[src/cpu_cfg.svh]
`ifndef CPU_CFG_SVH
`define CPU_CFG_SVH

// --------------------
// memory depths
// --------------------

// instruction memory, in 32-bit words
`define CPU_IMEM_WORDS 256

// data memory, in 32-bit words
`define CPU_DMEM_WORDS 256

// --------------------
// memory-mapped io
// --------------------

// accesses at or above this go to io
`define CPU_IO_BASE   32'h0000_F000
`define CPU_IO_SWITCH 32'h0000_F000
`define CPU_IO_LED    32'h0000_F004

`endif

[src/cpu_pkg.sv]
package cpu_pkg;

    // --------------------
    // instruction formats
    // --------------------

    typedef struct packed {
        logic [6:0] funct7;
        logic [4:0] rs2;
        logic [4:0] rs1;
        logic [2:0] funct3;
        logic [4:0] rd;
        logic [6:0] opcode;
    } r_fmt_t;

    typedef struct packed {
        logic [11:0] imm;
        logic [4:0]  rs1;
        logic [2:0]  funct3;
        logic [4:0]  rd;
        logic [6:0]  opcode;
    } i_fmt_t;

    typedef struct packed {
        logic [6:0] imm_hi;
        logic [4:0] rs2;
        logic [4:0] rs1;
        logic [2:0] funct3;
        logic [4:0] imm_lo;
        logic [6:0] opcode;
    } s_fmt_t;

    // branch offset is scattered, bit 0 implied zero
    typedef struct packed {
        logic       imm_12;
        logic [5:0] imm_10_5;
        logic [4:0] rs2;
        logic [4:0] rs1;
        logic [2:0] funct3;
        logic [3:0] imm_4_1;
        logic       imm_11;
        logic [6:0] opcode;
    } b_fmt_t;

    typedef struct packed {
        logic [19:0] imm_31_12;
        logic [4:0]  rd;
        logic [6:0]  opcode;
    } u_fmt_t;

    typedef struct packed {
        logic       imm_20;
        logic [9:0] imm_10_1;
        logic       imm_11;
        logic [7:0] imm_19_12;
        logic [4:0] rd;
        logic [6:0] opcode;
    } j_fmt_t;

    // one word, read in whichever format the opcode calls for
    typedef union packed {
        r_fmt_t r_fmt;
        i_fmt_t i_fmt;
        s_fmt_t s_fmt;
        b_fmt_t b_fmt;
        u_fmt_t u_fmt;
        j_fmt_t j_fmt;
    } inst_t;

    typedef enum logic [6:0] {
        OPC_OP     = 7'b0110011,
        OPC_OP_IMM = 7'b0010011,
        OPC_LUI    = 7'b0110111,
        OPC_LOAD   = 7'b0000011,
        OPC_STORE  = 7'b0100011,
        OPC_BRANCH = 7'b1100011,
        OPC_JAL    = 7'b1101111
    } opcode_e;

    // --------------------
    // control
    // --------------------

    typedef enum logic [3:0] {
        ALU_ADD, ALU_SUB, ALU_AND, ALU_OR, ALU_XOR,
        ALU_SLT, ALU_SLL, ALU_SRL, ALU_PASS_B
    } alu_op_e;

    typedef enum logic [1:0] {
        WB_ALU, WB_MEM, WB_PC4
    } wb_sel_e;

    typedef struct packed {
        alu_op_e alu_op;
        logic    alu_src_imm;
        logic    mem_read;
        logic    mem_write;
        logic    reg_write;
        wb_sel_e wb_sel;
        logic    branch;
        logic    branch_ne;
        logic    jump;
    } ctrl_t;

    // program load port, word address
    typedef struct packed {
        logic [7:0]  addr;
        logic [31:0] data;
    } prog_wr_t;

endpackage

[src/decoder.sv]
`timescale 1ns/1ns

module decoder (
    input  logic           clk,
    input  cpu_pkg::inst_t inst_i,
    input  cpu_pkg::ctrl_t ctrl_i,
    input  logic [31:0]    alu_result_i,
    input  logic [31:0]    mem_data_i,
    input  logic [31:0]    pc_i,
    output logic [31:0]    rdata1_o,
    output logic [31:0]    rdata2_o,
    output logic [31:0]    imm_o
);

    logic [31:0] regs [32];
    logic [4:0]  rs1;
    logic [4:0]  rs2;
    logic [4:0]  rd;
    logic [31:0] wb_data;

    assign rs1 = inst_i.r_fmt.rs1;
    assign rs2 = inst_i.r_fmt.rs2;
    assign rd  = inst_i.r_fmt.rd;

    // --------------------
    // register file
    // --------------------

    // x0 reads as zero whatever the array holds
    assign rdata1_o = (rs1 == 5'd0) ? '0 : regs[rs1];
    assign rdata2_o = (rs2 == 5'd0) ? '0 : regs[rs2];

    always_ff @(posedge clk) begin
        if (ctrl_i.reg_write && rd != 5'd0) begin
            regs[rd] <= wb_data;
        end
    end

    // alu and memory/io results meet here
    always_comb begin
        case (ctrl_i.wb_sel)
            cpu_pkg::WB_MEM: wb_data = mem_data_i;
            cpu_pkg::WB_PC4: wb_data = pc_i + 32'd4;
            default:         wb_data = alu_result_i;
        endcase
    end

    // --------------------
    // immediates
    // --------------------

    always_comb begin
        case (inst_i.r_fmt.opcode)
            cpu_pkg::OPC_OP_IMM,
            cpu_pkg::OPC_LOAD:
                imm_o = {{20{inst_i.i_fmt.imm[11]}}, inst_i.i_fmt.imm};
            cpu_pkg::OPC_STORE:
                imm_o = {{20{inst_i.s_fmt.imm_hi[6]}}, inst_i.s_fmt.imm_hi,
                         inst_i.s_fmt.imm_lo};
            cpu_pkg::OPC_BRANCH:
                imm_o = {{19{inst_i.b_fmt.imm_12}}, inst_i.b_fmt.imm_12,
                         inst_i.b_fmt.imm_11, inst_i.b_fmt.imm_10_5,
                         inst_i.b_fmt.imm_4_1, 1'b0};
            cpu_pkg::OPC_LUI:
                imm_o = {inst_i.u_fmt.imm_31_12, 12'b0};
            cpu_pkg::OPC_JAL:
                imm_o = {{11{inst_i.j_fmt.imm_20}}, inst_i.j_fmt.imm_20,
                         inst_i.j_fmt.imm_19_12, inst_i.j_fmt.imm_11,
                         inst_i.j_fmt.imm_10_1, 1'b0};
            default:
                imm_o = '0;
        endcase
    end

endmodule

[config.mk]
export PLATFORM = sky130hd
export DESIGN_NAME = decoder
export DESIGN_NICKNAME = d
export VERILOG_FILES = /design/src/cpu_cfg.svh /design/src/cpu_pkg.sv /design/src/decoder.sv
export SDC_FILE = /design/constraint.sdc
export NUM_CORES = 2
export LEC_CHECK = 0
export BUFFER_PORTS_ARGS = -buffer_cell sky130_fd_sc_hd__buf_2
export CAP_MARGIN = 40
export CORE_UTILIZATION = 40
export DETAILED_ROUTE_END_ITERATION = 8
export GPL_TIMING_DRIVEN = 1
export SETUP_SLACK_MARGIN = 0.4
export SLEW_MARGIN = 10
export SYNTH_ARGS = -nofsm -noshare
export SYNTH_HDL_FRONTEND = slang
export SYNTH_SLANG_ARGS = --single-unit
[constraint.sdc]
create_clock -name clk -period 4.95 [get_ports clk]
set_input_delay 0.2475 -clock clk [delete_from_list [all_inputs] [get_ports clk]]
set_output_delay 0.2475 -clock clk [all_outputs]
set_load 0.02 [all_outputs]
Yosys cells after proc, flatten, opt, wreduce, memory -nomap -nowiden
Memories as Yosys holds them, arrays and structs flattened.
Index checks and enable logic that the tools add are counted.
- divide/modulo/power cells: 0
- order comparisons: 0
- reduce and logical (&&, ||, !) cells: 5
- $add $sub $neg: 1
- bitwise operators: 0
- $mul: 0
- shifts and indexed selects: 0
- multiplexer cells: 6
- eq/ne operators: 8
- operators by type and width (operator ; count):
    $pmux 32 s5 ; 1
    $mux 32 ; 2
    $pmux 32 s2 ; 1
    $add 32x3->32 const B ; 1
    $eq 7x6->1 const B ; 2
    $eq 7x7->1 const B ; 2
    $logic_not 5->1 ; 2
    $eq 7x2->1 const B ; 1
    $eq 7x5->1 const B ; 1
    $reduce_bool 5->1 ; 1
    $eq 2x1->1 const B ; 1
    $eq 2x2->1 const B ; 1
    $mux 1 ; 2
    $reduce_or 2->1 ; 1
    $logic_and 1x1->1 ; 1
- latch bits: 0
- register bits: 0
- memories: 1
- input bits: 142
- memory bits (writable): 1024
- bits in read-only memories: 0
- output and inout bits: 96
- logic and storage cells: 21
- memory list (memory ; words ; bits a word ; rd ports ; clocked after Yosys merged registers in ; wr ports ; line ; text):
    regs ; 32 ; 32 ; 2 ; 0 ; 1 ; decoder.sv:15 ; logic [31:0] regs [32];

Depth between registers and ports, before layout
- depth after elaboration: 4
- mapped depth: 10
- mapped depth without buffers: 6

Worst setup path before layout
No wires, ideal clock.
- kind: input to register
- start: in inst_i[9] (netlist bit)
- end: mem regs[8][0] (enable)
- arrival time: 3.152 ns
- library setup time: 0.461 ns
- buffers on the path: 0
- required time: 4.489 ns
- stages on the path: 3
- path slack: 1.337 ns
- cells stage by stage: nand2b_1 or3b_2 nor3_1
- longest elaborated chain between the ends: 4
- RTL lines (item ; line ; text):
    start: declaration ; decoder.sv:5 ; input cpu_pkg::inst_t inst_i,
    $reduce_bool 5->1 ; decoder.sv:34 ; if (ctrl_i.reg_write && rd != 5'd0) begin
    $logic_and 1x1->1 ; decoder.sv:34 ;
    $mux 1 ; decoder.sv:34 ;
    $mux 1 (not written as such) ; decoder.sv:35 ; regs[rd] <= wb_data;
    end: declaration ; decoder.sv:15 ;
Parallel ways exist; a longest one is shown, timed or not.

Worst setup path after layout
- start: in inst_i[16] (netlist bit)
- end: out rdata1_o[7]
- longest elaborated chain between the ends: 2
- elaborated cells between the ends (all ways): 3
- those cells by class: mux (1); reduce/logical (1); memory (1)
- RTL lines (item ; line ; text):
    $mem_v2 32x32 / $logic_not 5->1 (equally long branches) ; - ;
    $mux 32 * ; decoder.sv:30 ; assign rdata1_o = (rs1 == 5'd0) ? '0 : regs[rs1];
    end: declaration ; decoder.sv:10 ; output logic [31:0] rdata1_o,
Mark *: on every way between the ends. The rest lies on a longest branch, timed or not.

==> results_dict.tcl <==
set metrics [dict create \
    outcome "finished, final reports clean" \
    num_antenna_cells 0 \
    post-place-ws_ps 1650 \
    cp_data_required_time_ps 4700 \
    synthArstFlopShare_pct 0 \
    overflow 0 \
    p_int_mw 15.2 \
    syn_inst 2606 \
    cts.clk_slew.worst_paths_ps 60 \
    critPathLaunch "inst_i[16]" \
    synth_edf_count 1024 \
    crit_type "primary input to output pin" \
    finalHoldViolations 0 \
    place_area_mm2 0.0536 \
    min_path_type "primary input to register" \
    switching_power_mw 4.93 \
    largest_register_ffs 1024 \
    drive_gt1_share_pct 40.6 \
    port_buffers 227 \
    power.share.clock_pct 39.6 \
    fmax_mhz 303 \
    grt_usage_pct 24.4 \
    finalSetupTns_ps 0 \
    crit_family "buffers and inverters" \
    vias 29556 \
    fin_nets 3067 \
    p_sw_share_pct 24.5 \
    crit_chain "buf_8 > buf_4 > nor2b_2 > buf_4 > a22oi_1 > and3_1 > a31oi_1 > a31oi_1 > buf_2" \
    grt_pass1_wl_um 219000 \
    root_buffer "clkbuf_16" \
    drt-total-wl_um 155000 \
    worst-path-stages 9 \
    cts_tree "built" \
    wl_per_cell_um 33.3 \
    period_needed_ps 3300 \
    ir_drop_mv 0.279 \
    dieWidth_um 353 \
    ys_ff_latch 1024 \
    path_buf_inv 4 \
    routed_via_density 6.37 \
    antenna_found_initial 3 \
    cp_slowest_stage_delay_ps 490 \
    critical-path-slowest-cell "buf_4" \
    crit_path_end_kind "output pin" \
    clk_path_buf_depth 3 \
    synthDistinctLibCells 57 \
    drv_cap 0 \
    timing.slew.headroom_pct 37.1 \
    cts_sinks 1024 \
    arrival_ps 3060 \
    hpwl_um 95600 \
    drtAntennaViolNets 0 \
    drv_slew 0 \
    syn_area_per_cell_um2 18.9 \
    row_count 128 \
    postCtsSetupRepairBufs 0 \
    worstPathMaxFanout 54 \
    endpoint "rdata1_o[7]" \
    fin_ws_ps 1650 \
    setup_viol 0 \
    io_pins 238 \
    first_pass_iters 6 \
    pwr_density_cell_mw_per_mm2 352 \
    area_delta_synth_final_pct 15.8 \
    cp-start-kind "primary input" \
    leakagePower_nw 17.9 \
    syn_area_mm2 0.0494 \
    coreArea_mm2 0.122 \
    drc 0 \
    place_congestion 0.900 \
    grt_max_degree 68 \
    fp.dieH_um 353 \
    regMostFlops "regs" \
    total_power_mw 20.1 \
    rsz0062_at_grt "false" \
    design_area_mm2 0.0572 \
    grt_pass1_vias 30365 \
    period_share_pct 66.8 \
    synthFlopType "edfxtp_1" \
    drtIter0Drc 3115 \
    fin_util_pct 46.8 \
    ys_warn_count 0 \
    cts_buffers 108 \
    die_area_mm2 0.125 \
    ys_seq_area_share_pct 62.3 \
    seq_power_share_pct 49.3 \
    tightestPinTransition_ps 941 \
    htree_levels 3 \
    start_util_pct 40.5 \
    reg_top3 "regs (1024)" \
    pwr-share-comb_pct 11.1 \
    n_fill_cell 10264 \
]
cell usage in the layout, fill, tap and decap left out, drive strengths merged, types with 3 or more instances in the layout:
cell | synthesis | final
nand2 | 110 | 110
a31oi | 40 | 40
o21ai | 19 | 19
clkinv | 0 | 54
and4 | 3 | 3
nor2 | 38 | 38
a221oi | 72 | 72
clkbuf | 80 | 125
nand2b | 15 | 15
nor4 | 4 | 4
nand3 | 29 | 29
dlygate4sd3 | 0 | 10
mux2i | 188 | 188
buf | 130 | 374
edfxtp | 1024 | 1024
xor2 | 16 | 16
nor2b | 14 | 14
nor3 | 15 | 15
a22oi | 84 | 84
mux2 | 122 | 122
a22o | 4 | 4
xnor2 | 11 | 11
bufinv | 0 | 8
inv | 8 | 19
clkinvlp | 0 | 5
o221ai | 29 | 29
and3 | 11 | 11
a21o | 19 | 19
conb | 1 | 32
ha | 4 | 4
mux4 | 454 | 454
and2 | 3 | 3
a21oi | 21 | 21
nand4 | 18 | 18
Yosys cell counts, types with 37 or more instances:
cell type / n / share of area [%]
a221oi_1: 44 / 0.78
a22oi_1: 84 / 1.3
a31oi_1: 40 / 0.51
buf_2: 75 / 0.76
clkbuf_1: 78 / 0.59
edfxtp_1: 1024 / 62
mux2_2: 122 / 2.8
mux2i_1: 188 / 3.8
mux4_2: 454 / 21
nand2_1: 110 / 0.84
nor2_1: 37 / 0.28
cell type report:
type | count | area [um^2] | area share (%)
Timing Repair Buffer | 384 | 2840 | 4.97
Clock inverter | 78 | 688 | 1.20
Inverter | 8 | 30.0 | 0.0525
Clock buffer | 125 | 2790 | 4.88
Sequential cell | 1024 | 30700 | 53.8
Tap cell | 1625 | 2030 | 3.56
Multi-Input combinational cell | 1395 | 18000 | 31.6
metal layers:
layer  up-vias  GRT usage, %  wire length (um)
li1      11862             -                 -
met3       274          3.55             12000
met1     15954          33.5             61400
met4         0          7.98              5170
met2      1466          40.1             75900
met5         -             0                 0
power by group through the flow:
stage	logic [mW]	clock network, mW	registers (mW)
floorplan	1.35	0	10.1
global placement	2.14	0	10.1
detailed placement	2.24	0	10.1
CTS	2.25	8.10	9.92
global route	2.36	8.39	9.93
finish	2.23	7.98	9.93
through the flow:
stage / std cells / hold slack [ps]
after CTS: 4639 / 38.2
after floorplan: 2637 / 644
final: 4639 / 83.2
after global placement: 4400 / 813
after detailed placement: 4426 / 625
after global routing: 4639 / 77.0
how the worst min path moves through the flow:
| stage | from | endpoint | slack, ps | cells past startpoint |
|---|---|---|---|---|
| after floorplan | inst_i[31] | imm_o[31] | 640 | 1 |
| after global placement | inst_i[12] | imm_o[12] | 810 | 3 |
| after detailed placement | alu_result_i[0] | regs[4][0] | 630 | 3 |
| after CTS | alu_result_i[7] | regs[13][7] | 40 | 3 |
| after global routing | alu_result_i[7] | regs[13][7] | 80 | 3 |
| final | alu_result_i[7] | regs[13][7] | 80 | 3 |
repair_timing:
item                                    CTS  global route
gates resized for setup                   0             0
hold buffers                             10             0
endpoints found under the setup margin    0             0
hold endpoints to repair                 25             0
cell families after synthesis:
kind of cell	synth area share, %
AO/OA/AOI/OAI	4.83
XOR/XNOR	0.479
adder cells (fa/ha/maj)	0.101
buffers and inverters	2.30
flip-flops	62.3
multiplexers	27.3
other	0.00760
AND/OR/NAND/NOR	2.70
No activity file was read; power rests on OpenSTA's default activity.
