--- src/cpu_cfg.svh ---
`ifndef CPU_CFG_SVH
`define CPU_CFG_SVH

// --------------------
// memory depths
// --------------------

// instruction memory, in 32-bit words
`define CPU_IMEM_WORDS 256

// data memory, in 32-bit words
`define CPU_DMEM_WORDS 256

// --------------------
// memory-mapped io
// --------------------

// accesses at or above this go to io
`define CPU_IO_BASE   32'h0000_F000
`define CPU_IO_SWITCH 32'h0000_F000
`define CPU_IO_LED    32'h0000_F004

`endif

--- src/cpu_pkg.sv ---
package cpu_pkg;

    // --------------------
    // instruction formats
    // --------------------

    typedef struct packed {
        logic [6:0] funct7;
        logic [4:0] rs2;
        logic [4:0] rs1;
        logic [2:0] funct3;
        logic [4:0] rd;
        logic [6:0] opcode;
    } r_fmt_t;

    typedef struct packed {
        logic [11:0] imm;
        logic [4:0]  rs1;
        logic [2:0]  funct3;
        logic [4:0]  rd;
        logic [6:0]  opcode;
    } i_fmt_t;

    typedef struct packed {
        logic [6:0] imm_hi;
        logic [4:0] rs2;
        logic [4:0] rs1;
        logic [2:0] funct3;
        logic [4:0] imm_lo;
        logic [6:0] opcode;
    } s_fmt_t;

    // branch offset is scattered, bit 0 implied zero
    typedef struct packed {
        logic       imm_12;
        logic [5:0] imm_10_5;
        logic [4:0] rs2;
        logic [4:0] rs1;
        logic [2:0] funct3;
        logic [3:0] imm_4_1;
        logic       imm_11;
        logic [6:0] opcode;
    } b_fmt_t;

    typedef struct packed {
        logic [19:0] imm_31_12;
        logic [4:0]  rd;
        logic [6:0]  opcode;
    } u_fmt_t;

    typedef struct packed {
        logic       imm_20;
        logic [9:0] imm_10_1;
        logic       imm_11;
        logic [7:0] imm_19_12;
        logic [4:0] rd;
        logic [6:0] opcode;
    } j_fmt_t;

    // one word, read in whichever format the opcode calls for
    typedef union packed {
        r_fmt_t r_fmt;
        i_fmt_t i_fmt;
        s_fmt_t s_fmt;
        b_fmt_t b_fmt;
        u_fmt_t u_fmt;
        j_fmt_t j_fmt;
    } inst_t;

    typedef enum logic [6:0] {
        OPC_OP     = 7'b0110011,
        OPC_OP_IMM = 7'b0010011,
        OPC_LUI    = 7'b0110111,
        OPC_LOAD   = 7'b0000011,
        OPC_STORE  = 7'b0100011,
        OPC_BRANCH = 7'b1100011,
        OPC_JAL    = 7'b1101111
    } opcode_e;

    // --------------------
    // control
    // --------------------

    typedef enum logic [3:0] {
        ALU_ADD, ALU_SUB, ALU_AND, ALU_OR, ALU_XOR,
        ALU_SLT, ALU_SLL, ALU_SRL, ALU_PASS_B
    } alu_op_e;

    typedef enum logic [1:0] {
        WB_ALU, WB_MEM, WB_PC4
    } wb_sel_e;

    typedef struct packed {
        alu_op_e alu_op;
        logic    alu_src_imm;
        logic    mem_read;
        logic    mem_write;
        logic    reg_write;
        wb_sel_e wb_sel;
        logic    branch;
        logic    branch_ne;
        logic    jump;
    } ctrl_t;

    // program load port, word address
    typedef struct packed {
        logic [7:0]  addr;
        logic [31:0] data;
    } prog_wr_t;

endpackage

--- src/alu.sv ---
`timescale 1ns/1ns

module alu (
    input  cpu_pkg::ctrl_t ctrl_i,
    input  logic [31:0]    rdata1_i,
    input  logic [31:0]    rdata2_i,
    input  logic [31:0]    imm_i,
    output logic [31:0]    result_o,
    output logic           zero_o
);

    logic [31:0] op_b;
    logic [31:0] diff;
    logic [4:0]  shamt;

    assign op_b  = ctrl_i.alu_src_imm ? imm_i : rdata2_i;
    assign diff  = rdata1_i - op_b;
    assign shamt = op_b[4:0];

    always_comb begin
        case (ctrl_i.alu_op)
            cpu_pkg::ALU_ADD:    result_o = rdata1_i + op_b;
            cpu_pkg::ALU_SUB:    result_o = diff;
            cpu_pkg::ALU_AND:    result_o = rdata1_i & op_b;
            cpu_pkg::ALU_OR:     result_o = rdata1_i | op_b;
            cpu_pkg::ALU_XOR:    result_o = rdata1_i ^ op_b;
            // signed compare
            cpu_pkg::ALU_SLT:
                result_o = {31'b0, $signed(rdata1_i) < $signed(op_b)};
            cpu_pkg::ALU_SLL:    result_o = rdata1_i << shamt;
            cpu_pkg::ALU_SRL:    result_o = rdata1_i >> shamt;
            // lui
            cpu_pkg::ALU_PASS_B: result_o = op_b;
            default:             result_o = '0;
        endcase
    end

    // branch condition, equal operands
    assign zero_o = (diff == 32'd0);

endmodule

--- config.mk ---
export PLATFORM = sky130hd
export DESIGN_NAME = alu
export DESIGN_NICKNAME = d
export VERILOG_FILES = /design/src/cpu_cfg.svh /design/src/cpu_pkg.sv /design/src/alu.sv
export SDC_FILE = /design/constraint.sdc
export NUM_CORES = 1
export LEC_CHECK = 0
export BUFFER_PORTS_ARGS = -buffer_cell sky130_fd_sc_hd__buf_2
export CAP_MARGIN = 5
export CORE_AREA = 8 8 158 160
export DETAILED_ROUTE_END_ITERATION = 10
export DIE_AREA = 0 0 166 168
export REMOVE_ABC_BUFFERS = 1
export SETUP_SLACK_MARGIN = 0.05
export SYNTH_ARGS = -nofsm -noshare
export SYNTH_HDL_FRONTEND = slang
export SYNTH_SLANG_ARGS = --single-unit
--- constraint.sdc ---
create_clock -name vclk -period 5.4
set_clock_uncertainty 0.1 [all_clocks]
set_input_delay 0.81 -clock vclk [all_inputs]
set_output_delay 0.81 -clock vclk [all_outputs]
set_load 0.05 [all_outputs]
**Yosys cells after proc, flatten, opt, wreduce, memory -nomap -nowiden**

Index checks and enable logic that the tools add are counted.

- Bits in writable memories: 0
- Logic and storage cells: 20
- Output and inout port bits: 33
- ROM bits: 0
- Memories kept: 0
- Bits in latches: 0
- Bits in registers: 0
- Input port bits: 109

- Divide/modulo/power cells: 0
- $mul: 0
- Reductions and logical operators: 2
- Magnitude comparators: 1
- Eq/ne operators: 8
- Add/subtract/negate cells: 2
- Shift operators: 2
- Multiplexer cells: 2
- Bitwise logic cells: 3

Operators by type and width:

| operator | number |
|---|---|
| $pmux W32 S9 | 1 |
| $add A32 B32 Y32 | 1 |
| $and A32 B32 Y32 | 1 |
| $logic_not A32 Y1 | 1 |
| $lt A32 B32 Y1 | 1 |
| $mux W32 | 1 |
| $or A32 B32 Y32 | 1 |
| $shl A32 B5 Y32 | 1 |
| $shr A32 B5 Y32 | 1 |
| $sub A32 B32 Y32 | 1 |
| $xor A32 B32 Y32 | 1 |
| $eq A4 B3 Y1 const B | 4 |
| $eq A4 B2 Y1 const B | 2 |
| $eq A4 B1 Y1 const B | 1 |
| $eq A4 B4 Y1 const B | 1 |
| $logic_not A4 Y1 | 1 |

**Logic depth before layout (Yosys ltp)**

- Depth in word-level cells: 3
- Mapped depth: 18

**Least setup slack after synthesis**

OpenSTA, ideal clock, no wires.

- Kind: input to output
- From: input port ctrl_i[8] (netlist bit)
- To: output port result_o[14]
- Cell stages on the path: 18
- Arrival: 5,973 ps
- Buffers on the path: 6
- Data required time: 4,490 ps
- Setup slack: -1,483 ps
- Path through: buf_2 -> buf_2 -> mux2i_1 -> clkbuf_1 -> clkbuf_1 -> buf_1 -> ha_1 -> buf_4 -> o21ai_0 -> o21bai_1 -> or3_1 -> a311oi_1 -> a21boi_1 -> a21o_1 -> a21oi_2 -> nor2_1 -> xnor2_1 -> o41ai_1

- Longest elaborated chain between the ends: 3
- Elaborated cells between the ends (all ways): 9
- Those cells by class: 2 x add/sub; 2 x shift; 2 x mux; 3 x bitwise

RTL lines:

| item | line | source |
|---|---|---|
| from (decl) | alu.sv:4 | `input cpu_pkg::ctrl_t ctrl_i,` |
| $mux W32 * | alu.sv:16 | `assign op_b = ctrl_i.alu_src_imm ? imm_i : rdata2_i;` |
| $sub A32 B32 Y32 (tied with other cells) | alu.sv:17 | `assign diff = rdata1_i - op_b;` |
| $pmux W32 S9 * | alu.sv:21 | `case (ctrl_i.alu_op)` |
| to (decl) | alu.sv:8 | `output logic [31:0] result_o,` |

Every way passes the cells marked *; elsewhere a longest branch is shown, timed or not.

**Worst setup path after layout**

- From: input port ctrl_i[8] (netlist bit)
- To: output port zero_o

- Longest elaborated chain between the ends: 3

RTL lines:

| item | line | source |
|---|---|---|
| $mux W32 | alu.sv:16 |  |
| $sub A32 B32 Y32 | alu.sv:17 |  |
| $logic_not A32 Y1 | alu.sv:39 | `assign zero_o = (diff == 32'd0);` |
| to (decl) | alu.sv:9 | `output logic zero_o` |

No other way between the ends.

==> run_summary.xml <==
<?xml version="1.0" encoding="UTF-8"?>
<metrics>
  <group name="synth">
    <metric name="synth_largest_type_area_fraction" unit="%">14.00</metric>
    <metric name="yosysUniqueCellTypes" unit="">86</metric>
    <metric name="post_syn_area" unit="mm2">0.008848</metric>
    <metric name="synth-seq-area-share" unit="%">0</metric>
    <metric name="synthTopCellsByArea" unit="">ha_1 (14%), mux2i_1 (13%), o21ai_0 (8.0%), nor2_1 (6.2%), a21oi_1 (5.4%)</metric>
    <metric name="synthesis.instances" unit="">1350</metric>
    <metric name="post_synth.cell_area_avg" unit="um2">6.554</metric>
    <metric name="netlist.top_cell.by_area" unit="">ha_1</metric>
    <metric name="synthesis.yosys.warnings" unit="">0</metric>
  </group>
  <group name="global_routing">
    <metric name="grt_first_pass_wirelength" unit="mm">73.45</metric>
    <metric name="globalRouteTotalUtil" unit="%">33.41</metric>
    <metric name="grt_pass1_vias" unit="">12080</metric>
    <metric name="pin_count_of_the_biggest_net_entering_global_routing" unit="">51</metric>
    <metric name="initial_antenna_violation_count" unit="">1</metric>
    <metric name="globalRoute.totalOverflow" unit="">0</metric>
  </group>
  <group name="routing">
    <metric name="routed_wirelength" unit="mm">49.80</metric>
    <metric name="drt-pass1-iter-count" unit="">5</metric>
    <metric name="detail-route-antenna-nets" unit="">0</metric>
    <metric name="route.detailed.wl_per_inst" unit="um">25.25</metric>
    <metric name="drc" unit="">0</metric>
    <metric name="routed-via-count" unit="">12540</metric>
    <metric name="drt-initial-drc-count" unit="">1705</metric>
    <metric name="vias_per_std_cell" unit="">6.361</metric>
  </group>
  <group name="layout">
    <metric name="area.sequential" unit="um2">0</metric>
    <metric name="num-clock-buffers" unit="">0</metric>
    <metric name="nNetsFinal" unit="">1898</metric>
    <metric name="finalNonFillerCells" unit="">1972</metric>
    <metric name="area_growth_syn_to_layout" unit="%">40.89</metric>
    <metric name="number_of_sequential_storage_elements" unit="">0</metric>
    <metric name="layout-drive-gt1-share" unit="%">33.69</metric>
    <metric name="final_layout_fill_cell_count" unit="">2277</metric>
  </group>
  <group name="timing">
    <metric name="finalMaxSlewViolations" unit="">0</metric>
    <metric name="number_of_failing_hold_endpoints_at_the_final_stage" unit="">0</metric>
    <metric name="final.setup.tns" unit="ns">-0.1348</metric>
    <metric name="post-route-worst-setup-slack" unit="ns">-0.09425</metric>
    <metric name="layout_min_cycle_time" unit="ns">5.494</metric>
    <metric name="min_period_over_period" unit="%">101.7</metric>
    <metric name="report.final.setup_viol" unit="">2</metric>
    <metric name="setup_repair_after_global_routing_missed_its_margin" unit="">true</metric>
    <metric name="fmax" unit="MHz">182.0</metric>
    <metric name="worst_slew_pin_slew" unit="ns">0.8617</metric>
    <metric name="tightest_slew_margin_relative_to_the_limit" unit="%">42.56</metric>
  </group>
  <group name="floorplan">
    <metric name="io_pins" unit="">142</metric>
    <metric name="core.rowCount" unit="">55</metric>
    <metric name="die_area" unit="mm2">0.02789</metric>
    <metric name="effective_utilization_at_floorplan" unit="%">39.56</metric>
    <metric name="design.core.area" unit="mm2">0.02237</metric>
    <metric name="die-height" unit="um">168</metric>
    <metric name="die_width" unit="um">166</metric>
  </group>
  <group name="critical_path">
    <metric name="timing.critical_path.arrival" unit="ns">4.58</metric>
    <metric name="path_max_fanout" unit="">8</metric>
    <metric name="path_class" unit="">in2out</metric>
    <metric name="worstPathRequired" unit="ns">4.49</metric>
    <metric name="startpoint_type" unit="">input pin</metric>
    <metric name="end_kind" unit="">output port</metric>
  </group>
  <group name="placed_design">
    <metric name="post_dp_hpwl" unit="mm">40.38</metric>
    <metric name="port_buffers" unit="">134</metric>
    <metric name="numPlacedInstances" unit="">1958</metric>
    <metric name="routabilityCongestion" unit="">1.022</metric>
  </group>
  <group name="hold_path">
    <metric name="worstHoldPathType" unit="">in2out</metric>
    <metric name="min_to" unit="">result_o[14]</metric>
    <metric name="worstHoldPathCells" unit="">3</metric>
    <metric name="worstHoldStart" unit="">ctrl_i[12]</metric>
  </group>
  <group name="flow_run">
    <metric name="maxcap_violations" unit="">0</metric>
  </group>
  <group name="outcome">
    <metric name="run_status" unit="">finished with violations</metric>
    <metric name="failed_checks" unit="">setup timing</metric>
  </group>
</metrics>
worst max path at each step:
stage / end / slack, ns / cells past startpoint / startpoint
finish: zero_o / -0.09 / 19 / ctrl_i[8]
floorplan: result_o[14] / -4.28 / 14 / ctrl_i[8]
CTS: zero_o / -0.19 / 18 / ctrl_i[8]
global route: zero_o / -0.16 / 17 / ctrl_i[8]
detailed placement: zero_o / -0.39 / 18 / ctrl_i[8]
global placement: zero_o / -0.38 / 18 / ctrl_i[8]
worst max-delay path: stages:
cell	delay (ns)
buf_16	0.15
buf_8	0.13
mux2i_4	0.37
buf_6	0.16
ha_4	0.18
buf_4	0.12
inv_2	0.04
a21oi_2	0.29
buf_4	0.22
xnor2_1	0.14
o211a_1	0.17
nand4_1	0.13
a2111oi_2	0.26
nand4_1	0.23
a2111oi_2	0.31
buf_4	0.16
nand4b_1	0.20
nor4_2	0.23
buf_4	0.25
cells in the final DEF (no fill, tap or decap), types with 7 or more instances in the layout:
cell / Yosys / final
a21oi_1: 95 / 83
mux2_2: 9 / 8
o21ai_1: 3 / 9
xor2_1: 7 / 7
inv_2: 7 / 9
a221o_1: 19 / 19
nand2_1: 100 / 100
a211oi_1: 16 / 12
buf_6: 0 / 10
nor2_1: 147 / 143
o211ai_1: 31 / 31
o2111ai_1: 13 / 12
xnor2_1: 19 / 18
nand3_1: 33 / 30
buf_2: 27 / 121
mux2i_1: 118 / 109
buf_4: 5 / 299
inv_1: 88 / 85
a21oi_2: 2 / 13
o22ai_1: 24 / 24
o221ai_1: 14 / 12
a22oi_1: 23 / 22
nor2b_1: 11 / 11
ha_4: 0 / 10
a31oi_1: 11 / 10
a221oi_1: 24 / 21
o21ai_0: 141 / 134
nand2b_1: 12 / 11
o21bai_1: 18 / 12
nand4_1: 11 / 11
o31ai_1: 15 / 11
ha_1: 99 / 85
a21o_1: 15 / 15
nor3_1: 27 / 23
synth_stat cells (all sizes together), types with 3 or more instances:
master / count
nor2: 148
o21ai: 145
mux2i: 119
nand2: 100
ha: 99
a21oi: 97
inv: 95
clkbuf: 58
buf: 44
nand3: 33
o211ai: 32
nor3: 28
a221oi: 24
o22ai: 24
a22oi: 23
a221o: 19
xnor2: 19
o21bai: 18
a211oi: 17
a21o: 16
o31ai: 16
o221ai: 14
a31oi: 13
o2111ai: 13
nand2b: 12
nand4: 11
nor2b: 11
a2111oi: 9
mux2: 9
or3: 9
xor2: 7
and3: 6
nor4: 6
a211o: 4
a21boi: 4
nand3b: 4
o21a: 4
a311oi: 3
nor4b: 3
metrics by stage:
stage | setup WS [ns] | utilization [%] | cell area (um2) | hold slack, ns
after global routing | -0.1623 | 55.73 | 12460 | 2.066
after CTS | -0.1892 | 54.32 | 12150 | 2.010
final | -0.09425 | 55.74 | 12470 | 2.034
after floorplan | -4.282 | - | 8413 | 1.822
after detailed placement | -0.3944 | 52.65 | 11780 | 2.051
after global placement | -0.3837 | 52.65 | 11780 | 2.069
timing repair:
action / CTS / global route
hold buffers: 0 / 0
setup endpoints to repair: 18 / 19
buffers inserted: 11 / 6
resized for setup: 69 / 67
pin swaps: 28 / 28
area by class of cell:
type / count / area [um2] / area share [%]
Inverter: 95 / 359.1 / 2.880
Multi-Input combinational cell: 1153 / 8628 / 69.21
Tap cell: 285 / 356.6 / 2.860
Antenna cell: 1 / 2.502 / 0.02007
Timing Repair Buffer: 438 / 3120 / 25.03
per-layer routing:
| layer | vias up | track usage, % | share of wire (%) |
|---|---|---|---|
| li1 | 5707 | - | - |
| met1 | 5863 | 45.69 | 42 |
| met2 | 838 | 51.24 | 42 |
| met3 | 136 | 6.899 | 12 |
| met4 | 0 | 11.15 | 3.9 |
| met5 | - | 0 | 0 |
cells by family after synthesis:
kind of cell	Yosys count	share of synthesized area, %
AO/OA/AOI/OAI	513	39.08
adder cells (fa/ha/maj)	101	14.45
AND/OR/NAND/NOR	384	20.04
XOR/XNOR	26	2.574
buffers and inverters	197	8.951
multiplexers	129	14.90
