--- src/cpu_cfg.svh ---
`ifndef CPU_CFG_SVH
`define CPU_CFG_SVH

// --------------------
// memory depths
// --------------------

// instruction memory, in 32-bit words
`define CPU_IMEM_WORDS 256

// data memory, in 32-bit words
`define CPU_DMEM_WORDS 256

// --------------------
// memory-mapped io
// --------------------

// accesses at or above this go to io
`define CPU_IO_BASE   32'h0000_F000
`define CPU_IO_SWITCH 32'h0000_F000
`define CPU_IO_LED    32'h0000_F004

`endif

--- src/cpu_pkg.sv ---
package cpu_pkg;

    // --------------------
    // instruction formats
    // --------------------

    typedef struct packed {
        logic [6:0] funct7;
        logic [4:0] rs2;
        logic [4:0] rs1;
        logic [2:0] funct3;
        logic [4:0] rd;
        logic [6:0] opcode;
    } r_fmt_t;

    typedef struct packed {
        logic [11:0] imm;
        logic [4:0]  rs1;
        logic [2:0]  funct3;
        logic [4:0]  rd;
        logic [6:0]  opcode;
    } i_fmt_t;

    typedef struct packed {
        logic [6:0] imm_hi;
        logic [4:0] rs2;
        logic [4:0] rs1;
        logic [2:0] funct3;
        logic [4:0] imm_lo;
        logic [6:0] opcode;
    } s_fmt_t;

    // branch offset is scattered, bit 0 implied zero
    typedef struct packed {
        logic       imm_12;
        logic [5:0] imm_10_5;
        logic [4:0] rs2;
        logic [4:0] rs1;
        logic [2:0] funct3;
        logic [3:0] imm_4_1;
        logic       imm_11;
        logic [6:0] opcode;
    } b_fmt_t;

    typedef struct packed {
        logic [19:0] imm_31_12;
        logic [4:0]  rd;
        logic [6:0]  opcode;
    } u_fmt_t;

    typedef struct packed {
        logic       imm_20;
        logic [9:0] imm_10_1;
        logic       imm_11;
        logic [7:0] imm_19_12;
        logic [4:0] rd;
        logic [6:0] opcode;
    } j_fmt_t;

    // one word, read in whichever format the opcode calls for
    typedef union packed {
        r_fmt_t r_fmt;
        i_fmt_t i_fmt;
        s_fmt_t s_fmt;
        b_fmt_t b_fmt;
        u_fmt_t u_fmt;
        j_fmt_t j_fmt;
    } inst_t;

    typedef enum logic [6:0] {
        OPC_OP     = 7'b0110011,
        OPC_OP_IMM = 7'b0010011,
        OPC_LUI    = 7'b0110111,
        OPC_LOAD   = 7'b0000011,
        OPC_STORE  = 7'b0100011,
        OPC_BRANCH = 7'b1100011,
        OPC_JAL    = 7'b1101111
    } opcode_e;

    // --------------------
    // control
    // --------------------

    typedef enum logic [3:0] {
        ALU_ADD, ALU_SUB, ALU_AND, ALU_OR, ALU_XOR,
        ALU_SLT, ALU_SLL, ALU_SRL, ALU_PASS_B
    } alu_op_e;

    typedef enum logic [1:0] {
        WB_ALU, WB_MEM, WB_PC4
    } wb_sel_e;

    typedef struct packed {
        alu_op_e alu_op;
        logic    alu_src_imm;
        logic    mem_read;
        logic    mem_write;
        logic    reg_write;
        wb_sel_e wb_sel;
        logic    branch;
        logic    branch_ne;
        logic    jump;
    } ctrl_t;

    // program load port, word address
    typedef struct packed {
        logic [7:0]  addr;
        logic [31:0] data;
    } prog_wr_t;

endpackage

--- src/controller.sv ---
`timescale 1ns/1ns

module controller (
    input  cpu_pkg::inst_t inst_i,
    output cpu_pkg::ctrl_t ctrl_o
);

    always_comb begin
        // nop unless an opcode below claims the word
        ctrl_o.alu_op      = cpu_pkg::ALU_ADD;
        ctrl_o.alu_src_imm = 1'b0;
        ctrl_o.mem_read    = 1'b0;
        ctrl_o.mem_write   = 1'b0;
        ctrl_o.reg_write   = 1'b0;
        ctrl_o.wb_sel      = cpu_pkg::WB_ALU;
        ctrl_o.branch      = 1'b0;
        ctrl_o.branch_ne   = 1'b0;
        ctrl_o.jump        = 1'b0;

        case (inst_i.r_fmt.opcode)
            cpu_pkg::OPC_OP: begin
                ctrl_o.reg_write = 1'b1;
                case ({inst_i.r_fmt.funct7, inst_i.r_fmt.funct3})
                    {7'h00, 3'b000}: ctrl_o.alu_op = cpu_pkg::ALU_ADD;
                    {7'h20, 3'b000}: ctrl_o.alu_op = cpu_pkg::ALU_SUB;
                    {7'h00, 3'b111}: ctrl_o.alu_op = cpu_pkg::ALU_AND;
                    {7'h00, 3'b110}: ctrl_o.alu_op = cpu_pkg::ALU_OR;
                    {7'h00, 3'b100}: ctrl_o.alu_op = cpu_pkg::ALU_XOR;
                    {7'h00, 3'b010}: ctrl_o.alu_op = cpu_pkg::ALU_SLT;
                    {7'h00, 3'b001}: ctrl_o.alu_op = cpu_pkg::ALU_SLL;
                    {7'h00, 3'b101}: ctrl_o.alu_op = cpu_pkg::ALU_SRL;
                    default:         ctrl_o.reg_write = 1'b0;
                endcase
            end
            cpu_pkg::OPC_OP_IMM: begin
                ctrl_o.alu_src_imm = 1'b1;
                ctrl_o.reg_write   = 1'b1;
                case (inst_i.i_fmt.funct3)
                    3'b000:  ctrl_o.alu_op = cpu_pkg::ALU_ADD;
                    3'b111:  ctrl_o.alu_op = cpu_pkg::ALU_AND;
                    3'b110:  ctrl_o.alu_op = cpu_pkg::ALU_OR;
                    3'b100:  ctrl_o.alu_op = cpu_pkg::ALU_XOR;
                    default: ctrl_o.reg_write = 1'b0;
                endcase
            end
            cpu_pkg::OPC_LUI: begin
                ctrl_o.alu_op      = cpu_pkg::ALU_PASS_B;
                ctrl_o.alu_src_imm = 1'b1;
                ctrl_o.reg_write   = 1'b1;
            end
            // word accesses only
            cpu_pkg::OPC_LOAD: begin
                ctrl_o.alu_src_imm = 1'b1;
                ctrl_o.mem_read    = inst_i.i_fmt.funct3 == 3'b010;
                ctrl_o.reg_write   = inst_i.i_fmt.funct3 == 3'b010;
                ctrl_o.wb_sel      = cpu_pkg::WB_MEM;
            end
            cpu_pkg::OPC_STORE: begin
                ctrl_o.alu_src_imm = 1'b1;
                ctrl_o.mem_write   = inst_i.s_fmt.funct3 == 3'b010;
            end
            cpu_pkg::OPC_BRANCH: begin
                ctrl_o.alu_op    = cpu_pkg::ALU_SUB;
                ctrl_o.branch    = inst_i.b_fmt.funct3[2:1] == 2'b00;
                ctrl_o.branch_ne = inst_i.b_fmt.funct3[0];
            end
            cpu_pkg::OPC_JAL: begin
                ctrl_o.jump      = 1'b1;
                ctrl_o.reg_write = 1'b1;
                ctrl_o.wb_sel    = cpu_pkg::WB_PC4;
            end
            default: ;
        endcase
    end

endmodule

--- config.mk ---
export PLATFORM = sky130hd
export DESIGN_NAME = controller
export DESIGN_NICKNAME = d
export VERILOG_FILES = /design/src/cpu_cfg.svh /design/src/cpu_pkg.sv /design/src/controller.sv
export SDC_FILE = /design/constraint.sdc
export NUM_CORES = 1
export LEC_CHECK = 0
export BUFFER_PORTS_ARGS = -buffer_cell sky130_fd_sc_hd__buf_2
export CAP_MARGIN = 20
export CORE_AREA = 2 2 39 41
export DETAILED_ROUTE_END_ITERATION = 6
export DIE_AREA = 0 0 41 43
export GPL_TIMING_DRIVEN = 0
export PLACE_DENSITY_LB_ADDON = 0.12
export SLEW_MARGIN = 25
export SYNTH_ARGS = -nofsm -noshare
export SYNTH_HDL_FRONTEND = slang
export SYNTH_SLANG_ARGS = --single-unit
export TNS_END_PERCENT = 5
--- constraint.sdc ---
create_clock -name vclk -period 2.2
set_input_delay 0.11 -clock vclk [all_inputs]
set_output_delay 0.11 -clock vclk [all_outputs]
set_load 0.005 [all_outputs]
---- Word level (Yosys, flattened, before mapping) ----
Index checks and enable logic that the tools add are counted.
operators by class
  eq/ne operators ......................... 18
  reduce and logical (&&, ||, !) cells .... 7
  muxes and demuxes ....................... 12
operators by type and width
  operator                                        number
  == test 10 x 3 -> 1 bit, second input constant  4
  == test 7 x 6 -> 1 bit, second input constant   3
  one-hot mux 3 bit (7 select lines)              1
  one-hot mux 4 bit (4 select lines)              1
  == test 7 bit, second input constant            2
  == test 10 x 1 -> 1 bit, second input constant  1
  == test 10 x 2 -> 1 bit, second input constant  1
  == test 10 x 9 -> 1 bit, second input constant  1
  logical NOT 10 bit                              1
  == test 3 bit, second input constant            3
  one-hot mux 3 bit (3 select lines)              1
  OR reduction 4 bit                              2
  OR reduction 8 bit                              1
  == test 7 x 2 -> 1 bit, second input constant   1
  == test 7 x 5 -> 1 bit, second input constant   1
  2-to-1 mux 1 bit                                6
  one-hot mux 1 bit (4 select lines)              1
  one-hot mux 2 bit (2 select lines)              1
  == test 3 x 2 -> 1 bit, second input constant   1
  logical NOT 3 bit                               1
  logical NOT 2 bit                               1
  2-to-1 mux 2 bit                                1
  OR reduction 2 bit                              1
word-level totals
  register bits after elaboration ......... 0
  bits of input ports ..................... 32
  logic and storage cells ................. 37

---- Logic depth before layout (Yosys ltp) ----
Gate-level depths: netlist of run 1.
  depth after elaboration ................. 4
  depth in mapped cells ................... 5

---- Worst setup path after synthesis of run 1 ----
No wires, ideal clock.
  kind .................................... input to output
  start ................................... input port inst_i[25] (netlist name)
  end ..................................... output port ctrl_o[10] (netlist name)
  slack ................................... 0.901 ns
  cell stages on the path ................. 4
  required time ........................... 2.090 ns
  path buffers ............................ 0
  arrival time ............................ 1.189 ns
  cell sequence ........................... nor4_1 -> nor3b_2 -> nand2b_1 -> a2111oi_2
RTL lines
  element             RTL line         text
  start: declaration  controller.sv:4  input cpu_pkg::inst_t inst_i,
  end: declaration    controller.sv:5  output cpu_pkg::ctrl_t ctrl_o

==> results of run 1 <==
==> cell usage in the layout, fill, tap and decap left out, drive strengths merged, types with 3 or more instances in the layout <==
cell type   n
nor3        5
clkbuf      3
buf        29
nand2       8
nor4        3
o21ai       4
nor2        8
==> cells by family (layout without fill, tap and decap cells) <==
group	after synthesis	in the layout	synth area share (%)
AO/OA/AOI/OAI	14	14	27.1
buffers and inverters	6	34	5.94
multiplexers	1	1	2.97
AND/OR/NAND/NOR	40	40	64.0
==> path summary, 6_finish.rpt <==
check	end	cells past startpoint	start	slack, ns
min	ctrl_o[6]	3	inst_i[4]	0.55
max	ctrl_o[10]	6	inst_i[25]	0.52
==> metrics by stage <==
step	utilization [%]	std cells	instance area, sq um	setup WS (ns)
finish	39.0	105	539	0.517
floorplan	-	61	379	0.901
global route	39.0	105	539	0.307
global placement	39.0	105	539	0.488
detailed placement	39.0	105	539	0.491
CTS	39.0	105	539	0.486
==> cell usage after synthesis, types with 2 or more instances <==
library cell and n:
clkbuf_1 3, o21ai_0 4, nand2b_1 2, nor4_1 3, a21oi_1 2, nor3_1 4
nand3b_1 2, nor2_1 8, nand2_1 8, or3_4 2
==> metal layers <==
metal / vias to the layer above / wire (um) / track usage (%)
met4: 0 / 0 / 0
li1: 293 / - / -
met5: - / 0 / 0
met2: 23 / 531 / 25.0
met1: 232 / 546 / 18.4
met3: 0 / 99 / 0
==> where the power goes <==
group          internal, mW  total (mW)  switching, mW
registers                 0           0              0
logic                0.0253      0.0606         0.0353
clock network             0           0              0
==> area by class of cell <==
| class | instances | area, sq um | share of cell area (%) |
|---|---|---|---|
| Inverter | 2 | 7.51 | 1.39 |
| Buffer | 4 | 15.0 | 2.78 |
| Tap cell | 16 | 20.0 | 3.71 |
| Multi-Input combinational cell | 55 | 357 | 66.1 |
| Timing Repair Buffer | 28 | 140 | 26.0 |
==> flow_summary.toml, run 1 <==
[final_layout]
drive_above_1_share_pct = 42.7
n_clock_buffer = 0
layout.nets = 123
final-seq-area_sq_um = 0
nFlopsAndLatches = 0
diodes = 0
area_growth_pct = 42.2
fill_cells = 159

[floorplan]
ios = 45
core_area_sq_um = 1380
die_x_um = 41
die_y_um = 43
die_area_sq_um = 1760
placementRows = 14
initial_core_util_pct = 27.4

[outcome]
status = "finished, final reports clean"

[setup_path]
worst_ep_arrival_time_ns = 1.57
worst_path_largest_cell_delay_ns = 0.42
critPathMaxFanout = 3
path_cells = "buf_2 > nor4_1 > nor3b_2 > nand2b_1 > a2111oi_2 > buf_2"
cp_slowest_cell = "nor4_1"
cp.required_ns = 2.09
cp.buffers_inverters = 2
cp-end-kind = "output pin"
start_kind = "primary input"
path_common_cell = "buf_2"
crit_type = "primary input to output pin"
critPathTopFamily = "simple AND/OR/NAND/NOR gates"

[logic_synthesis]
synth_area_leaders = "nand2_1 (7.9%), nor2_1 (7.9%), or3_4 (5.9%)"
synth_top_area_share_pct = 7.92
synthesis.nets = 93
postSynthCellCount = 61
syn_avg_cell_area_sq_um = 6.21
yosysWarnings = 0
yosysSeqAreaShare_pct = 0
yosysUniqueCellTypes = 33
syn_area_sq_um = 379
synth_top_area_cell = "nand2_1"

[detailed_routing]
ant_nets = 0
drt-pass1-iter-count = 4
drtIter0Drc = 10
drc_errors = 0
viasPerCell = 5.22
drt_wl_total_um = 1180
vias = 548
wl_per_cell_um = 11.2

[clock_network]
cts_resized = 0
post-cts-setup-buffer-count = 0
cts_hold_buf = 0

[place]
gp_congestion = 0.738
port_buffers = 28
dp_hpwl_um = 962

[grt]
first_global_vias = 455
gr-usage-all-layers_pct = 13.8
grt.overflow.total = 0
antenna_found_initial = 0
grt_pass1_wl_um = 1840
grt_start_max_net_pins = 11

[timing]
hold_ws_ns = 0.547
min_period_ns = 1.68
timing.fmax_ghz = 0.594
period_share_pct = 76.5
tns_ns = 0
max-slew-margin-rel_pct = 70.1
worstMarginPinSlew_ns = 0.449
rsz0062_at_grt = "false"
report.final.slew_viol_count = 0
hold_viol = 0
setup_violations = 0

[job]
max_cap_viol_count = 0

[power]
power.leakage_nw = 0.243
peakVddDrop_mv = 0.0429
p_total_uw = 60.6
powerDensity_nw_per_um2 = 112

[worst_hold_path]
hold_class = "primary input to output pin"
Power figures use the tool's default switching activity.
==> run 2, diff against run 1 <==
==> constraint.sdc (replaced) <==
create_clock -name vclk -period 1.4
set_input_delay 0.07 -clock vclk [all_inputs]
set_output_delay 0.07 -clock vclk [all_outputs]
set_load 0.005 [all_outputs]
==> flow_summary.toml, run 2 (synthesized netlist as in run 1, its figures left out) <==
[setup_path]
path_cells = "buf_2 > or3b_4 > or3_4 > a2111oi_4 > buf_2"
critPathMaxFanout = 5
crit_start = "inst_i[6]"
path_common_cell = "buf_2"
crit_type = "primary input to output pin"
cp_slowest_cell = "or3b_4"
start_kind = "primary input"
cp-end-kind = "output pin"
worst_path_largest_cell_delay_ns = 0.40
cp.required_ns = 1.33
worst_ep_arrival_time_ns = 1.31

[detailed_routing]
drc_errors = 0
drtIter0Drc = 8
drt-pass1-iter-count = 4
vias = 582
ant_nets = 0
wl_per_cell_um = 12.2
drt_wl_total_um = 1330
viasPerCell = 5.34

[worst_hold_path]
hold_class = "primary input to output pin"
min_from = "inst_i[4]"

[timing]
tns_ns = 0
timing.fmax_ghz = 0.727
setup_violations = 0
max-slew-margin-rel_pct = 65.8
rsz0062_at_grt = "true"
hold_viol = 0
worstMarginPinSlew_ns = 0.513
report.final.slew_viol_count = 0
period_share_pct = 98.3
min_period_ns = 1.38

[final_layout]
layout.nets = 127
diodes = 0
nFlopsAndLatches = 0
n_clock_buffer = 0
final-seq-area_sq_um = 0
area_growth_pct = 71.9
drive_above_1_share_pct = 47.3
final_common_cell = "buf_2"
layout_common_cells = "buf_2 (22), nor2_1 (8), nand2_1 (7), buf_6 (5)"
fill_cells = 148
multi_input_area_sq_um = 398

[floorplan]
placementRows = 14
die_area_sq_um = 1760
core_area_sq_um = 1380
initial_core_util_pct = 27.4
die_y_um = 43
die_x_um = 41
ios = 45

[grt]
gr-usage-all-layers_pct = 14.8
first_global_vias = 496
grt_pass1_wl_um = 1970
grt_start_max_net_pins = 11
antenna_found_initial = 0
grt.overflow.total = 0

[power]
powerDensity_nw_per_um2 = 190
p_total_uw = 124
power.leakage_nw = 0.289
peakVddDrop_mv = 0.0708

[place]
gp_congestion = 0.738
dp_hpwl_um = 962
port_buffers = 28

[outcome]
status = "finished, final reports clean"

[job]
max_cap_viol_count = 0
-- run 2: metrics by stage --
| stage | hold slack (ns) | area, sq um | util [%] | setup WS [ns] | instances |
|---|---|---|---|---|---|
| 2_1_floorplan | 0.175 | 379 | - | 0.181 | 61 |
| 6_report | 0.387 | 652 | 47.1 | 0.0240 | 109 |
| 5_1_grt | 0.412 | 652 | 47.1 | -0.0332 | 109 |
| 3_5_place_dp | 0.471 | 539 | 39.0 | -0.229 | 105 |
| 3_3_place_gp | 0.470 | 539 | 39.0 | -0.232 | 105 |
| 4_1_cts | 0.430 | 588 | 42.5 | -0.00362 | 108 |
-- run 2: layer usage --
| layer | GRT usage (%) | wire (um) | part of all wire, % |
|---|---|---|---|
| met5 | 0 | 0 | 0 |
| met4 | 0 | 0 | 0 |
| met3 | 0 | 94 | 7.1 |
| met1 | 18.0 | 582 | 44 |
| met2 | 28.4 | 654 | 49 |
-- run 2: final timing paths --
| check | end | slack (ns) | depth (start not counted) |
|---|---|---|---|
| setup / recovery | ctrl_o[10] | 0.02 | 5 |
| hold / removal | ctrl_o[6] | 0.39 | 3 |
-- run 2: repair_timing --
item                                    4_1_cts  5_1_grt
endpoints found under the setup margin        5        4
gates cloned                                  0        0
pin swaps                                     1        2
buffers inserted                              3        1
gates resized for setup                       5       12
hold buffers                                  0        0
-- run 2: cell type report --
class                           instances  area share (%)
Inverter                                2            1.15
Multi-Input combinational cell         55            61.0
Buffer                                  4            2.30
Tap cell                               16            3.07
Timing Repair Buffer                   32            32.4
-- run 2: critical path, delay by kind of cell --
family / cells / cell delay [ns]
AO/OA/AOI/OAI: 1 / 0.18
buffers and inverters: 2 / 0.28
AND/OR/NAND/NOR: 2 / 0.77
-- run 2: where the power goes --
group	total (mW)	switching [mW]	internal, mW
Clock	0	0	0
Combinational	0.124	0.0660	0.0577
Sequential	0	0	0
